==> config.mk <==
export PLATFORM = sky130hd
export DESIGN_NAME = job_subsystem
export DESIGN_NICKNAME = d
export VERILOG_FILES = /design/src/rtl/job_pkg.sv /design/src/rtl/err_wr_if.sv /design/src/rtl/err_rd_if.sv /design/src/rtl/job_control.sv /design/src/rtl/err_fifo.sv /design/src/rtl/err_reporter.sv /design/src/rtl/job_subsystem.sv
export VERILOG_INCLUDE_DIRS = /design/src /design/src/rtl
export SDC_FILE = /design/constraint.sdc
export NUM_CORES = 1
export LEC_CHECK = 0
export BUFFER_PORTS_ARGS = -buffer_cell sky130_fd_sc_hd__buf_2
export CORE_ASPECT_RATIO = 1.1
export CORE_MARGIN = 2
export CORE_UTILIZATION = 35
export DETAILED_ROUTE_END_ITERATION = 6
export GPL_ROUTABILITY_DRIVEN = 0
export PLACE_DENSITY = 0.61
export SYNTH_ARGS = -nofsm -noshare
export SYNTH_HDL_FRONTEND = slang
export SYNTH_SLANG_ARGS = --single-unit
export TNS_END_PERCENT = 1
==> constraint.sdc <==
create_clock -name clock -period 2.3 [get_ports clock]
set_clock_uncertainty 0.05 [all_clocks]
set_input_delay 0.345 -clock clock [delete_from_list [all_inputs] [get_ports clock]]
set_output_delay 0.345 -clock clock [all_outputs]
set_load 0.05 [all_outputs]
==> src/rtl/job_config.svh <==
`ifndef JOB_CONFIG_SVH
`define JOB_CONFIG_SVH

//////////////////////////////////////////////////////////////////////
// Job interface widths
//////////////////////////////////////////////////////////////////////

// Effective address carried with each job command
`define JOB_ADDR_W 64
// Command code width
`define JOB_CMD_W 8

//////////////////////////////////////////////////////////////////////
// Command codes and buffer sizing
//////////////////////////////////////////////////////////////////////

// Host command codes
`define JOB_CMD_START 8'h90
`define JOB_CMD_RESET 8'h80

// Error record buffer entries
`define ERR_FIFO_DEPTH 4

`endif

==> src/rtl/job_pkg.sv <==
`default_nettype none

`include "job_config.svh"

package job_pkg;

  // Job address as supplied by the host
  typedef logic [`JOB_ADDR_W-1:0] job_addr_t;

  // Job command code
  typedef logic [`JOB_CMD_W-1:0] job_cmd_t;

  // Parity error flags
  // Bit 1 is command parity, bit 0 is address parity
  typedef logic [1:0] err_bits_t;

  // Error report word returned with done
  typedef logic [63:0] report_t;

  // Decoded command
  typedef enum logic [1:0] {
    OP_START,
    OP_RESET,
    OP_OTHER
  } job_op_e;

  // Controller states
  typedef enum logic [1:0] {
    IDLE,
    RUNNING,
    DONE_PEND
  } ctl_state_e;

endpackage

`default_nettype wire

==> src/rtl/err_wr_if.sv <==
`default_nettype none

// Error records from the job controller into the buffer
interface err_wr_if;

  // One-cycle write strobe
  logic                push;
  // Command code of the failing job command
  job_pkg::job_cmd_t   cmd;
  // Which parity checks failed
  job_pkg::err_bits_t  errs;
  // Buffer has no free entry
  logic                full;

  // Controller side
  modport producer (
    output push, cmd, errs,
    input  full
  );

  // Buffer side
  modport buffer (
    input  push, cmd, errs,
    output full
  );

endinterface

`default_nettype wire

==> src/rtl/err_rd_if.sv <==
`default_nettype none

// Error records from the buffer into the reporter
interface err_rd_if;

  // One-cycle read strobe, removes the head
  logic                pop;
  // No record available
  logic                empty;
  // Head record, valid while empty is low
  job_pkg::job_cmd_t   cmd;
  job_pkg::err_bits_t  errs;

  // Buffer side
  modport buffer (
    input  pop,
    output empty, cmd, errs
  );

  // Reporter side
  modport consumer (
    output pop,
    input  empty, cmd, errs
  );

endinterface

`default_nettype wire

==> src/rtl/job_control.sv <==
`default_nettype none

`include "job_config.svh"

module job_control (
  input  logic                clock,
  input  logic                rstn,
  input  logic                job_valid,
  input  job_pkg::job_cmd_t   job_command,
  input  logic                job_command_parity,
  input  job_pkg::job_addr_t  job_address,
  input  logic                job_address_parity,
  input  job_pkg::report_t    report,
  err_wr_if.producer          err_wr,
  output logic                running,
  output logic                done,
  output logic                reset_job,
  output job_pkg::err_bits_t  job_errors,
  output job_pkg::report_t    error
);

  // Input latch, loaded at E0
  logic                latch_valid;
  job_pkg::job_cmd_t   latch_cmd;
  job_pkg::job_addr_t  latch_addr;
  logic                latch_cpar;
  logic                latch_apar;

  // Decode and parity stage, loaded at E1
  logic                dec_valid;
  job_pkg::job_op_e    dec_op;
  job_pkg::err_bits_t  dec_errs;
  job_pkg::job_cmd_t   dec_cmd;

  job_pkg::ctl_state_e state;

  function automatic job_pkg::job_op_e decode_op(input job_pkg::job_cmd_t c);
    case (c)
      `JOB_CMD_START: return job_pkg::OP_START;
      `JOB_CMD_RESET: return job_pkg::OP_RESET;
      default:        return job_pkg::OP_OTHER;
    endcase
  endfunction

  //////////////////////////////////////////////////////////////////////
  // Command latch
  //////////////////////////////////////////////////////////////////////

  always_ff @(posedge clock or negedge rstn) begin
    if (!rstn) begin
      latch_valid <= 1'b0;
    end else begin
      latch_valid <= job_valid;
    end
  end

  // Payload only moves on a valid strobe
  always_ff @(posedge clock) begin
    if (job_valid) begin
      latch_cmd  <= job_command;
      latch_addr <= job_address;
      latch_cpar <= job_command_parity;
      latch_apar <= job_address_parity;
    end
  end

  //////////////////////////////////////////////////////////////////////
  // Decode and odd parity check
  //////////////////////////////////////////////////////////////////////

  always_ff @(posedge clock or negedge rstn) begin
    if (!rstn) begin
      dec_valid <= 1'b0;
    end else begin
      dec_valid <= latch_valid;
    end
  end

  // Odd parity: data plus parity bit must hold an odd number of ones
  always_ff @(posedge clock) begin
    dec_op      <= decode_op(latch_cmd);
    dec_errs[1] <= ~^{latch_cmd, latch_cpar};
    dec_errs[0] <= ~^{latch_addr, latch_apar};
    dec_cmd     <= latch_cmd;
  end

  //////////////////////////////////////////////////////////////////////
  // Job control FSM
  //////////////////////////////////////////////////////////////////////

  always_ff @(posedge clock or negedge rstn) begin
    if (!rstn) begin
      state      <= job_pkg::IDLE;
      reset_job  <= 1'b0;
      done       <= 1'b0;
      error      <= '0;
      job_errors <= '0;
      err_wr.push <= 1'b0;
    end else begin
      // Strobes default low
      reset_job   <= 1'b0;
      done        <= 1'b0;
      error       <= '0;
      err_wr.push <= 1'b0;
      if (dec_valid) begin
        // Every command updates the error flags, E2
        job_errors  <= dec_errs;
        err_wr.push <= |dec_errs;
      end
      case (state)
        job_pkg::DONE_PEND: begin
          // E3, report sampled before the reporter clears
          done  <= 1'b1;
          error <= report;
          state <= job_pkg::IDLE;
        end
        default: begin
          if (dec_valid && dec_op == job_pkg::OP_START) begin
            state <= job_pkg::RUNNING;
          end else if (dec_valid && dec_op == job_pkg::OP_RESET) begin
            state     <= job_pkg::DONE_PEND;
            reset_job <= 1'b1;
          end
        end
      endcase
    end
  end

  // Record payload follows the push strobe
  always_ff @(posedge clock) begin
    if (dec_valid) begin
      err_wr.cmd  <= dec_cmd;
      err_wr.errs <= dec_errs;
    end
  end

  assign running = (state == job_pkg::RUNNING);

  // Done is a single-cycle pulse
  a_done_single : assert property (@(posedge clock) disable iff (!rstn)
    done |=> !done);

  // Buffer must have room whenever a record is pushed
  a_push_not_full : assert property (@(posedge clock) disable iff (!rstn)
    !(err_wr.push && err_wr.full));

endmodule

`default_nettype wire

==> src/rtl/err_fifo.sv <==
`default_nettype none

`include "job_config.svh"

module err_fifo (
  input  logic  clock,
  input  logic  rstn,
  err_wr_if.buffer wr,
  err_rd_if.buffer rd
);

  localparam int PTR_W = $clog2(`ERR_FIFO_DEPTH);
  localparam int CNT_W = $clog2(`ERR_FIFO_DEPTH + 1);
  localparam logic [PTR_W-1:0] LAST_PTR = PTR_W'(`ERR_FIFO_DEPTH - 1);
  localparam logic [CNT_W:0]   DEPTH_V  = (CNT_W + 1)'(`ERR_FIFO_DEPTH);

  // Record storage
  job_pkg::job_cmd_t   cmd_mem  [`ERR_FIFO_DEPTH];
  job_pkg::err_bits_t  errs_mem [`ERR_FIFO_DEPTH];

  logic [PTR_W-1:0] wr_ptr;
  logic [PTR_W-1:0] rd_ptr;
  // Entries visible to the read side
  logic [CNT_W-1:0] count;
  // Entry written last edge, visible from the next one
  logic             commit_q;
  logic [CNT_W:0]   occupancy;

  //////////////////////////////////////////////////////////////////////
  // Write side
  //////////////////////////////////////////////////////////////////////

  always_ff @(posedge clock) begin
    if (wr.push) begin
      cmd_mem[wr_ptr]  <= wr.cmd;
      errs_mem[wr_ptr] <= wr.errs;
    end
  end

  always_ff @(posedge clock or negedge rstn) begin
    if (!rstn) begin
      wr_ptr   <= '0;
      rd_ptr   <= '0;
      count    <= '0;
      commit_q <= 1'b0;
    end else begin
      commit_q <= wr.push;
      if (wr.push) begin
        wr_ptr <= (wr_ptr == LAST_PTR) ? '0 : wr_ptr + 1'b1;
      end
      if (rd.pop) begin
        rd_ptr <= (rd_ptr == LAST_PTR) ? '0 : rd_ptr + 1'b1;
      end
      // Count only sees committed entries
      case ({commit_q, rd.pop})
        2'b10:   count <= count + 1'b1;
        2'b01:   count <= count - 1'b1;
        default: count <= count;
      endcase
    end
  end

  //////////////////////////////////////////////////////////////////////
  // Flags and head
  //////////////////////////////////////////////////////////////////////

  // Memory occupancy includes the entry not yet committed
  assign occupancy = {1'b0, count} + {{CNT_W{1'b0}}, commit_q};
  assign wr.full   = (occupancy >= DEPTH_V);
  assign rd.empty  = (count == '0);
  assign rd.cmd    = cmd_mem[rd_ptr];
  assign rd.errs   = errs_mem[rd_ptr];

  // Reporter must not read a missing record
  a_no_pop_empty : assert property (@(posedge clock) disable iff (!rstn)
    rd.pop |-> !rd.empty);

endmodule

`default_nettype wire

==> src/rtl/err_reporter.sv <==
`default_nettype none

module err_reporter (
  input  logic              clock,
  input  logic              rstn,
  err_rd_if.consumer        rd,
  input  logic              clear,
  output job_pkg::report_t  report
);

  // Saturating counters
  logic [7:0] total_cnt;
  logic [7:0] cmd_cnt;
  logic [7:0] addr_cnt;

  // First record since the last clear
  logic                seen;
  job_pkg::job_cmd_t   first_cmd;
  job_pkg::err_bits_t  first_errs;

  function automatic logic [7:0] sat_inc(input logic [7:0] v);
    return (v == 8'hFF) ? v : v + 8'd1;
  endfunction

  // Drain one record per cycle, hold off during a clear
  assign rd.pop = !rd.empty && !clear;

  //////////////////////////////////////////////////////////////////////
  // Counters and first-error capture
  //////////////////////////////////////////////////////////////////////

  always_ff @(posedge clock or negedge rstn) begin
    if (!rstn) begin
      total_cnt  <= '0;
      cmd_cnt    <= '0;
      addr_cnt   <= '0;
      seen       <= 1'b0;
      first_cmd  <= '0;
      first_errs <= '0;
    end else if (clear) begin
      // Report restarts with each job reset
      total_cnt  <= '0;
      cmd_cnt    <= '0;
      addr_cnt   <= '0;
      seen       <= 1'b0;
      first_cmd  <= '0;
      first_errs <= '0;
    end else if (rd.pop) begin
      total_cnt <= sat_inc(total_cnt);
      if (rd.errs[1]) begin
        cmd_cnt <= sat_inc(cmd_cnt);
      end
      if (rd.errs[0]) begin
        addr_cnt <= sat_inc(addr_cnt);
      end
      if (!seen) begin
        seen       <= 1'b1;
        first_cmd  <= rd.cmd;
        first_errs <= rd.errs;
      end
    end
  end

  // Report word layout, low 30 bits reserved
  assign report = {total_cnt, first_cmd, first_errs, cmd_cnt, addr_cnt, 30'd0};

endmodule

`default_nettype wire

==> src/rtl/job_subsystem.sv <==
`default_nettype none

module job_subsystem (
  input  logic                clock,
  input  logic                rstn,
  input  logic                job_valid,
  input  job_pkg::job_cmd_t   job_command,
  input  logic                job_command_parity,
  input  job_pkg::job_addr_t  job_address,
  input  logic                job_address_parity,
  output logic                running,
  output logic                done,
  output logic                reset_job,
  output job_pkg::err_bits_t  job_errors,
  output job_pkg::report_t    error
);

  // Record path between the blocks
  err_wr_if err_wr_bus ();
  err_rd_if err_rd_bus ();

  // Report word back to the controller
  job_pkg::report_t report;

  //////////////////////////////////////////////////////////////////////
  // Controller, buffer and reporter
  //////////////////////////////////////////////////////////////////////

  job_control job_control_inst (
    .clock              (clock),
    .rstn               (rstn),
    .job_valid          (job_valid),
    .job_command        (job_command),
    .job_command_parity (job_command_parity),
    .job_address        (job_address),
    .job_address_parity (job_address_parity),
    .report             (report),
    .err_wr             (err_wr_bus),
    .running            (running),
    .done               (done),
    .reset_job          (reset_job),
    .job_errors         (job_errors),
    .error              (error)
  );

  err_fifo err_fifo_inst (
    .clock (clock),
    .rstn  (rstn),
    .wr    (err_wr_bus),
    .rd    (err_rd_bus)
  );

  // Job reset pulse clears the report
  err_reporter err_reporter_inst (
    .clock  (clock),
    .rstn   (rstn),
    .rd     (err_rd_bus),
    .clear  (reset_job),
    .report (report)
  );

endmodule

`default_nettype wire

# Word-level counts from Yosys, hierarchy flattened

Memory sizes are Yosys's and may differ from the RTL's.
Index checks and enable logic that the tools add are counted.

Output and inout port bits: 69
Bits of input ports: 77
Word-level logic and storage cells: 105
Memories: 2
Bits in writable memories: 40
Bits in registers: 212

Add/subtract/negate cells: 7
Multiplexer cells: 34
Reductions and logical operators: 19
Equality and inequality tests: 16

Memories:

| name                   | depth | width | read ports | clocked after memory_dff | wr ports | RTL line       | RTL |
|---|---|---|---|---|---|---|---|
| err_fifo_inst.cmd_mem  | 4     | 8     | 1          | 0                        | 1        | err_fifo.sv:18 | `` job_pkg::job_cmd_t cmd_mem [`ERR_FIFO_DEPTH]; `` |
| err_fifo_inst.errs_mem | 4     | 2     | 1          | 0                        | 1        | err_fifo.sv:19 | `` job_pkg::err_bits_t errs_mem [`ERR_FIFO_DEPTH]; `` |

Operator list:

| operator              | count |
|---|---|
| $mux W8               | 14 |
| $reduce_xnor A65 Y1   | 1 |
| $mux W64              | 1 |
| $eq A8 B8 Y1 const B  | 5 |
| $add A8 B1 Y8 const B | 3 |
| $mux W2               | 8 |
| $mux W1               | 9 |
| $reduce_xnor A9 Y1    | 1 |
| $eq A2 B2 Y1 const B  | 4 |
| $ne A2 B2 Y1 const B  | 4 |
| $reduce_bool A2 Y1    | 4 |
| $eq A2 B1 Y1 const B  | 3 |
| $pmux W3 S2           | 1 |
| $reduce_and A3 Y1     | 2 |
| $add A2 B1 Y2 const B | 2 |
| $pmux W2 S2           | 1 |
| $reduce_and A2 Y1     | 2 |
| $add A3 B1 Y3 const B | 1 |
| $logic_and A1 B1 Y1   | 3 |
| $logic_not A3 Y1      | 1 |
| $reduce_bool A3 Y1    | 1 |
| $sub A3 B1 Y3 const B | 1 |
| $logic_not A1 Y1      | 2 |
| $logic_not A2 Y1      | 1 |
| $reduce_or A2 Y1      | 1 |

# Depth between registers and ports, before layout

Gate-level depths: netlist of the first run.

Depth in word-level cells: 5
Depth in mapped cells: 8
Depth with buffers taken out: 8

# Modules after synthesis

Synthesis of the first run repeated with hierarchy kept, for this count alone.

Cells, all modules: 626
Area, all modules: 9600.5 um2

By module, submodules not included:

| module       | times used | area an instance (um2) | cells each |
|---|---|---|---|
| job_control  | 1          | 5753.0                 | 327 |
| err_reporter | 1          | 1951.9                 | 207 |
| err_fifo     | 1          | 1895.6                 | 92 |

# Worst setup path after synthesis of the first run

No wires, ideal clock.

Path kind: flip-flop to flip-flop
Start: register job_control_inst.reset_job
End: register err_fifo_inst.count[2]
Data arrival time: 1.983 ns
Stages on the path, launching flop included: 9
Slack: 0.188 ns
Path buffers: 1
Path through: dfrtp_1 clkbuf_1 nor2_1 ha_1 inv_1 fa_1 xor2_1 nor2_1 xor2_1

Cells in the longest elaborated chain, start to end: 4
Elaborated cells on any way between the ends: 6

RTL lines:

| item                                                     | RTL line           | RTL |
|---|---|---|
| start, declared                                          | job_control.sv:17  | `output logic reset_job,` |
| start signal, assigned                                   | job_control.sv:94  | `reset_job <= 1'b0;` |
| start signal, assigned                                   | job_control.sv:101 | `reset_job <= 1'b0;` |
| start signal, assigned                                   | job_control.sv:122 | `reset_job <= 1'b1;` |
| $logic_not A1 Y1 (*)                                     | err_reporter.sv:26 | `assign rd.pop = !rd.empty && !clear;` |
| $logic_and A1 B1 Y1 (*)                                  | err_reporter.sv:26 |  |
| named net err_fifo_inst.rd.pop                           | err_rd_if.sv:16    | `input pop,` |
| $eq A2 B1 Y1 / $eq A2 B2 Y1 (equally long branches)      | err_fifo.sv:55     | `case ({commit_q, rd.pop})` |
| $pmux W3 S2 / $reduce_bool A2 Y1 (equally long branches) | -                  |  |
| end signal, assigned                                     | err_fifo.sv:56     | `2'b10: count <= count + 1'b1;` |
| end signal, assigned                                     | err_fifo.sv:57     | `2'b01: count <= count - 1'b1;` |
| end signal, assigned                                     | err_fifo.sv:58     | `default: count <= count;` |
| end, declared                                            | err_fifo.sv:24     | `logic [CNT_W-1:0] count;` |

The timed path passes the listed nets; every way through them passes the cells marked *.
A chain may end at the register's enable or synchronous reset.

# Worst setup path in the final report of the first run

Start: register job_control_inst.reset_job
End: output port reset_job

RTL lines:

| item          | RTL line            | RTL |
|---|---|---|
| end, declared | job_subsystem.sv:13 | `output logic reset_job,` |

No word-level cell between the ends.

==> impl_metrics.env, run 1 <==
export IMPL_status="finished clean"
export IMPL_crit_slowest_cell="buf_4"
export IMPL_largest_reg_flops=64
export IMPL_min_to="job_control_inst.dec_valid"
export IMPL_die_x_um=152.7
export IMPL_cts_tree="yes"
export IMPL_syn_area_mm2=0.008508
export IMPL_path_max_fanout=36
export IMPL_drive_above_1_share=0.2305
export IMPL_cts_resized=0
export IMPL_dpl_cell_count=966
export IMPL_hold_start="job_control_inst.latch_valid"
export IMPL_num_rows=59
export IMPL_critPathLaunchType="register"
export IMPL_grt_pass1_wl_mm=23.85
export IMPL_timing_rr_start="err_fifo_inst.count[0]"
export IMPL_n_antenna_cell=0
export IMPL_hold_class="reg -> reg"
export IMPL_drtAntennaViolNets=0
export IMPL_routedWlPerCell_um=13.33
export IMPL_yosysSeqAreaShare=0.7188
export IMPL_hold_viol=0
export IMPL_antenna_found_initial=0
export IMPL_htree_levels=1
export IMPL_period_share=0.8561
export IMPL_top_regs="job_control_inst.latch_addr: 64 flops, job_control_inst.error: 34 flops, err_fifo_inst.cmd_mem: 32 flops"
export IMPL_cp_required_ns=1.90
export IMPL_io_buffer_count=115
export IMPL_maxCapViolations=0
export IMPL_via_per_inst=4.215
export IMPL_grt_max_degree=49
export IMPL_report_final_slew_viol_count=0
export IMPL_clk_latency_ns=0.51
export IMPL_leakage_nw=4.549
export IMPL_synth_distinct_cells=34
export IMPL_hold_path_cell_count=0
export IMPL_cp_cell_sequence="buf_4, buf_2"
export IMPL_crit_path_max_incr_delay_ns=0.36
export IMPL_postCtsSetupBuffers=0
export IMPL_nNetsFinal=850
export IMPL_die_area_mm2=0.02557
export IMPL_finalSetupTns_ns=0
export IMPL_drc=0
export IMPL_grt_ovfl_total=0
export IMPL_dp_hpwl_mm=9.299
export IMPL_rrSetupSlack_ns=0.40
export IMPL_cts_sinks=222
export IMPL_vias=4578
export IMPL_grt_pass1_vias=4877
export IMPL_max_slew_worst_pin_slew_ns=0.6280
export IMPL_netlist_instances=551
export IMPL_critical_path_class="reg -> out"
export IMPL_syn_avg_cell_area_um2=15.44
export IMPL_critical_path_top_delay_family="buffers and inverters"
export IMPL_finalHoldWorstSlack_ns=0.2940
export IMPL_reg2reg_depth=8
export IMPL_ys_ff_latch=222
export IMPL_ir_drop_mv=0.5897
export IMPL_dr_pass1_iters=4
export IMPL_ys_warn_count=0
export IMPL_boundaryPins=146
export IMPL_crit_buf_inv=2
export IMPL_design_core_area_mm2=0.02377
export IMPL_relSlewSlack=0.5798
export IMPL_initialDrtViolationCount=173
export IMPL_grt_use_total=0.1134
export IMPL_rsz0062_at_grt="false"
export IMPL_fillCellCount=2052
export IMPL_fin_crit_ns=1.969
export IMPL_start_util=0.3579
export IMPL_timing_rr_end="err_fifo_inst.count[2]"
export IMPL_fmax_mhz=507.9
export IMPL_setup_violations=0
export IMPL_die_h_um=167.5
export IMPL_fin_cells=1086
export IMPL_worstSetupEndpointType="output port"
export IMPL_cellPowerDensity_mw_per_mm2=1061
export IMPL_routed_wl_mm=14.48
export IMPL_cp_arrival_ns=1.57
export IMPL_cts_buffer_depth=3
export IMPL_largest_register="job_control_inst.latch_addr"
export IMPL_area_delta_synth_final_pct=28.76
export IMPL_clk_pin_slew_worst_paths_ns=0.06
export IMPL_cts_root_buf="clkbuf_16"
export IMPL_numCtsBuffers=25
## per-stage QoR
| stage | instance area, µm² | power, mW | util | worst slack (ns) |
|---|---|---|---|---|
| detailed placement | 9403 | 7.866 | 0.3956 | 0.3887 |
| CTS | 10960 | 11.79 | 0.4609 | 0.2900 |
| global route | 10960 | 12.28 | 0.4609 | 0.2167 |
| global placement | 9403 | 7.804 | 0.3956 | 0.3961 |
| finish | 10960 | 11.63 | 0.4609 | 0.3311 |
| floorplan | 8617 | 7.278 | - | 0.1878 |
## how the worst max path moves through the flow
stage | startpoint | slack, ns | depth (start not counted) | to
4_1_cts | job_control_inst.reset_job | 0.29 | 2 | reset_job
5_1_grt | err_fifo_inst.count[0] | 0.22 | 6 | err_reporter_inst.addr_cnt[5]
6_report | job_control_inst.reset_job | 0.33 | 2 | reset_job
3_5_place_dp | job_control_inst.latch_addr[55] | 0.39 | 6 | job_control_inst.dec_errs[0]
3_3_place_gp | job_control_inst.latch_addr[55] | 0.40 | 6 | job_control_inst.dec_errs[0]
2_1_floorplan | job_control_inst.reset_job | 0.19 | 8 | err_fifo_inst.count[2]
## synthesized netlist by cell type
| master | instances | area, µm² |
|---|---|---|
| xnor3_1 | 1 | 22.52 |
| buf_4 | 30 | 225.2 |
| mux2i_1 | 3 | 30.03 |
| nand2b_1 | 2 | 12.51 |
| xor2_1 | 21 | 183.9 |
| nand2_1 | 31 | 116.4 |
| nor3_1 | 5 | 25.02 |
| o21ai_0 | 4 | 20.02 |
| and3_1 | 1 | 6.260 |
| a21oi_1 | 14 | 70.07 |
| nor2b_1 | 2 | 12.51 |
| o211ai_1 | 2 | 15.01 |
| nand3_1 | 6 | 30.03 |
| dfrtp_1 | 86 | 2152 |
| nor4b_1 | 1 | 8.760 |
| o21a_1 | 3 | 22.52 |
| nor2_1 | 35 | 131.4 |
| inv_1 | 8 | 30.03 |
| mux2_2 | 4 | 45.04 |
| or3_1 | 3 | 18.77 |
| nand3b_1 | 1 | 7.510 |
| edfxtp_1 | 124 | 3724 |
| fa_1 | 1 | 20.02 |
| dfxtp_1 | 12 | 240.2 |
| o211a_4 | 1 | 17.52 |
| buf_2 | 3 | 15.01 |
| mux4_2 | 10 | 225.2 |
| clkbuf_1 | 9 | 33.78 |
| ha_1 | 9 | 112.6 |
| xnor2_1 | 71 | 621.9 |
| and2_1 | 38 | 237.7 |
| conb_1 | 1 | 3.750 |
| nand4_4 | 1 | 21.27 |
| nand4_1 | 8 | 50.05 |
## kinds of logic after synthesis
group                      count (synthesis)  synth area share
and+or+nand+nor                          134           0.07971
AOI/OAI and AO/OA                         24           0.01706
xor gates and xnor gates                  93           0.09735
other                                      1         0.0004408
adders and majority gates                 10           0.01559
muxes                                     17           0.03529
DFF                                      222            0.7188
buffers and inverters                     50           0.03574
## cells in the final DEF, fill, tap and decap left out, types with 4 or more instances in the layout
cell type / instances
edfxtp_1: 124
buf_2: 114
dfrtp_1: 86
dlygate4sd3_1: 75
xnor2_1: 71
and2_1: 38
nor2_1: 35
nand2_1: 31
conb_1: 30
clkbuf_16: 25
xor2_1: 21
a21oi_1: 14
dfxtp_1: 12
mux4_2: 10
ha_1: 9
inv_1: 8
nand4_1: 8
nand3_1: 6
buf_4: 6
nor3_1: 5
clkbuf_8: 5
clkinv_2: 5
o21ai_0: 4
mux2_2: 4
## area by class of cell
| cell class | count | area (µm²) | area share |
|---|---|---|---|
| well taps | 305 | 381.6 | 0.03483 |
| clock buffers | 33 | 705.7 | 0.06441 |
| flip-flops and latches | 222 | 6116 | 0.5582 |
| multi-input cells | 308 | 2200 | 0.2008 |
| clock inverters | 12 | 96.34 | 0.008794 |
| repair buffers | 198 | 1426 | 0.1302 |
| inverters | 8 | 30.03 | 0.002741 |
## per-layer routing
layer	up-vias	part of all wire	global-route usage
met5	-	0	0
met4	0	0.020	0.02818
met3	23	0.061	0.02873
met2	134	0.50	0.2041
met1	2156	0.42	0.1362
li1	2265	-	-
## power by group
group	leakage (nW)	total (mW)	internal, mW	switching [mW]
Sequential	2.41	5.36	4.90	0.457
Clock	0.398	3.78	2.27	1.51
Combinational	1.74	2.49	1.24	1.24
Total	4.55	11.6	8.42	3.21
## worst reg2reg max path, delay by kind of cell (launching register included)
kind | cells | cell delay (ns)
AND/OR/NAND/NOR | 3 | 0.41
buffers and inverters | 1 | 0.07
XOR/XNOR | 2 | 0.30
flip-flops | 1 | 0.40
adder cells (fa/ha/maj) | 2 | 0.60
## timing repair
item,4_1_cts,5_1_grt
setup endpoints to repair,0,0
hold buffers,75,0
endpoints found under the hold margin,112,0
Power figures use the tool's default switching activity.
==> run 2, diff against run 1 <==
Settings changed: ABC_AREA set to 1.
==> run 2 against run 1 <==
Compared with the run above: area after synthesis up 12%; flip-flop and latch count unchanged; worst setup slack better by 0.079 ns; combinational power up 20%; via count up 40%.
==> impl_metrics.env, run 2 <==
export IMPL_dp_hpwl_mm=11.49
export IMPL_cp_arrival_ns=2.27
export IMPL_synth_edf_count=124
export IMPL_p_int_mw=8.381
export IMPL_boundaryPins=146
export IMPL_n_antenna_cell=0
export IMPL_crit_slowest_cell="dfrtp_1"
export IMPL_synth_top_cell_area_share=0.3907
export IMPL_hold_buffers=75
export IMPL_fin_cells=1509
export IMPL_synth_largest_area_cell="edfxtp_1"
export IMPL_p_seq_frac=0.435
export IMPL_cts_root_buf="clkbuf_16"
export IMPL_cp_cell_sequence="nor3_4, nor2_2, ha_1, inv_1, fa_1, o21ai_0"
export IMPL_fmax_mhz=529.2
export IMPL_start_util=0.3546
export IMPL_routedWlPerCell_um=11.48
export IMPL_dpl_cell_count=1389
export IMPL_top_regs="job_control_inst.latch_addr: 64 flops, job_control_inst.error: 34 flops, err_fifo_inst.cmd_mem: 32 flops"
export IMPL_synth_most_common_cell="nand2_1"
export IMPL_htree_levels=1
export IMPL_fillCellCount=2441
export IMPL_combinationalPowerShare=0.244
export IMPL_ys_ff_latch=222
export IMPL_critical_path_class="reg -> reg"
export IMPL_grt_ovfl_total=0
export IMPL_cellPowerDensity_mw_per_mm2=1020
export IMPL_die_area_mm2=0.02857
export IMPL_postCtsSetupBuffers=0
export IMPL_syn_area_mm2=0.009532
export IMPL_largest_reg_flops=64
export IMPL_via_per_inst=4.238
export IMPL_grt_pass1_wl_mm=28.41
export IMPL_synth_main_ff_cell="edfxtp_1"
export IMPL_hold_viol=0
export IMPL_cts_tree="yes"
export IMPL_cts_resized=0
export IMPL_die_h_um=177.1
export IMPL_syn_avg_cell_area_um2=10.36
export IMPL_antenna_found_initial=0
export IMPL_area_delta_synth_final_pct=26.39
export IMPL_period_share=0.8215
export IMPL_dr_pass1_iters=5
export IMPL_layout_common_cells="nand2_1 (311), edfxtp_1 (124), buf_2 (114), inv_1 (94), dfrtp_1 (86)"
export IMPL_finalSetupTns_ns=0
export IMPL_num_rows=63
export IMPL_ys_top_cells_by_count="nand2_1 (311), edfxtp_1 (124), inv_1 (94)"
export IMPL_worstSetupEndpointType="register"
export IMPL_grt_pass1_vias=6196
export IMPL_swShare=0.3176
export IMPL_p_sw_mw=3.902
export IMPL_vias=6395
export IMPL_clk_latency_ns=0.53
export IMPL_rsz0062_at_grt="false"
export IMPL_design_core_area_mm2=0.02688
export IMPL_die_x_um=161.3
export IMPL_cp_required_ns=2.68
export IMPL_nNetsFinal=1221
export IMPL_hold_class="in -> reg"
export IMPL_crit_buf_inv=1
export IMPL_initialDrtViolationCount=262
export IMPL_report_final_slew_viol_count=0
export IMPL_io_buffer_count=115
export IMPL_final_common_cell="nand2_1"
export IMPL_p_total_mw=12.28
export IMPL_p_clk_frac=0.321
export IMPL_async_reset_ff_frac=0.3874
export IMPL_setup_violations=0
export IMPL_drtAntennaViolNets=0
export IMPL_netlist_instances=920
export IMPL_relSlewSlack=0.6351
export IMPL_leakage_nw=5.697
export IMPL_ys_warn_count=0
export IMPL_drc=0
export IMPL_numCtsBuffers=25
export IMPL_path_max_fanout=5
export IMPL_ir_drop_mv=0.6157
export IMPL_synth_top_cells_by_area="edfxtp_1 (39%), dfrtp_1 (23%), nand2_1 (12%)"
export IMPL_critical_path_top_delay_family="adder cells"
export IMPL_routed_wl_mm=17.33
export IMPL_synth_distinct_cells=38
export IMPL_status="finished clean"
export IMPL_critPathLaunchType="register"
export IMPL_drive_above_1_share=0.1736
export IMPL_fin_crit_ns=1.890
export IMPL_grt_max_degree=76
export IMPL_clk_pin_slew_worst_paths_ns=0.06
export IMPL_max_slew_worst_pin_slew_ns=0.5473
export IMPL_yosysSeqAreaShare=0.6416
export IMPL_crit_path_max_incr_delay_ns=0.43
export IMPL_largest_register="job_control_inst.latch_addr"
export IMPL_maxCapViolations=0
export IMPL_cts_sinks=222
export IMPL_cts_buffer_depth=3
export IMPL_grt_use_total=0.1208
[run 2: path summary, 6_finish.rpt]
| check | from | end | slack [ns] | cells after the start |
|---|---|---|---|---|
| max | err_fifo_inst.count[1] | err_fifo_inst.count[1] | 0.41 | 6 |
| max reg2reg | err_fifo_inst.count[1] | err_fifo_inst.count[1] | 0.41 | 6 |
| min | job_valid | job_control_inst.latch_valid | 0.25 | 2 |
| min in group asynchronous | rstn | job_control_inst.error[49] | 0.30 | 2 |
| max in group asynchronous | rstn | job_control_inst.error[39] | 1.29 | 3 |
| min reg2reg | job_control_inst.latch_valid | job_control_inst.dec_valid | 0.30 | 0 |
[run 2: cell families after synthesis]
family                   after synthesis  share of synthesized area
flip-flops                           222                     0.6416
adder cells (fa/ha/maj)               10                    0.01391
other                                  1                  0.0003934
AND/OR/NAND/NOR                      427                     0.1885
XOR/XNOR                              43                    0.03951
AO/OA/AOI/OAI                         71                    0.04437
buffers and inverters                146                    0.07167
[run 2: power groups by stage]
stage                     logic (mW)  registers [mW]  clock network (mW)
after floorplan                 2.27            5.38                   0
after global placement          2.84            5.39                   0
after detailed placement        2.91            5.42                   0
after CTS                       3.03            5.34                4.08
after global routing            3.44            5.42                4.25
final                           3.00            5.34                3.95
[run 2: metal layers]
layer  track usage  vias to the layer above  wire length, µm
met3       0.03046                       28             1056
met1        0.1401                     2876             7368
met5             0                        -                0
met2        0.2215                      145             8537
met4       0.03237                        0              364
li1              -                     3346                -
[run 2: layout make-up]
type | instances | area [µm²] | area share
Tap cell | 357 | 446.7 | 0.03708
Sequential cell | 222 | 6116 | 0.5077
Inverter | 105 | 394.1 | 0.03272
Clock buffer | 31 | 678.2 | 0.05629
Clock inverter | 14 | 148.9 | 0.01236
Multi-Input combinational cell | 581 | 2841 | 0.2359
Timing Repair Buffer | 199 | 1421 | 0.1180
[run 2: per-stage QoR]
stage / cell area [µm²] / worst slack, ns / utilization / hold WS, ns
floorplan: 9641 / 0.1389 / - / -0.0005911
global placement: 10470 / 0.5036 / 0.3895 / 0.2836
detailed placement: 10470 / 0.4049 / 0.3895 / 0.2856
CTS: 12050 / 0.3974 / 0.4482 / 0.1890
global route: 12050 / 0.2747 / 0.4482 / 0.2289
finish: 12050 / 0.4104 / 0.4482 / 0.2549
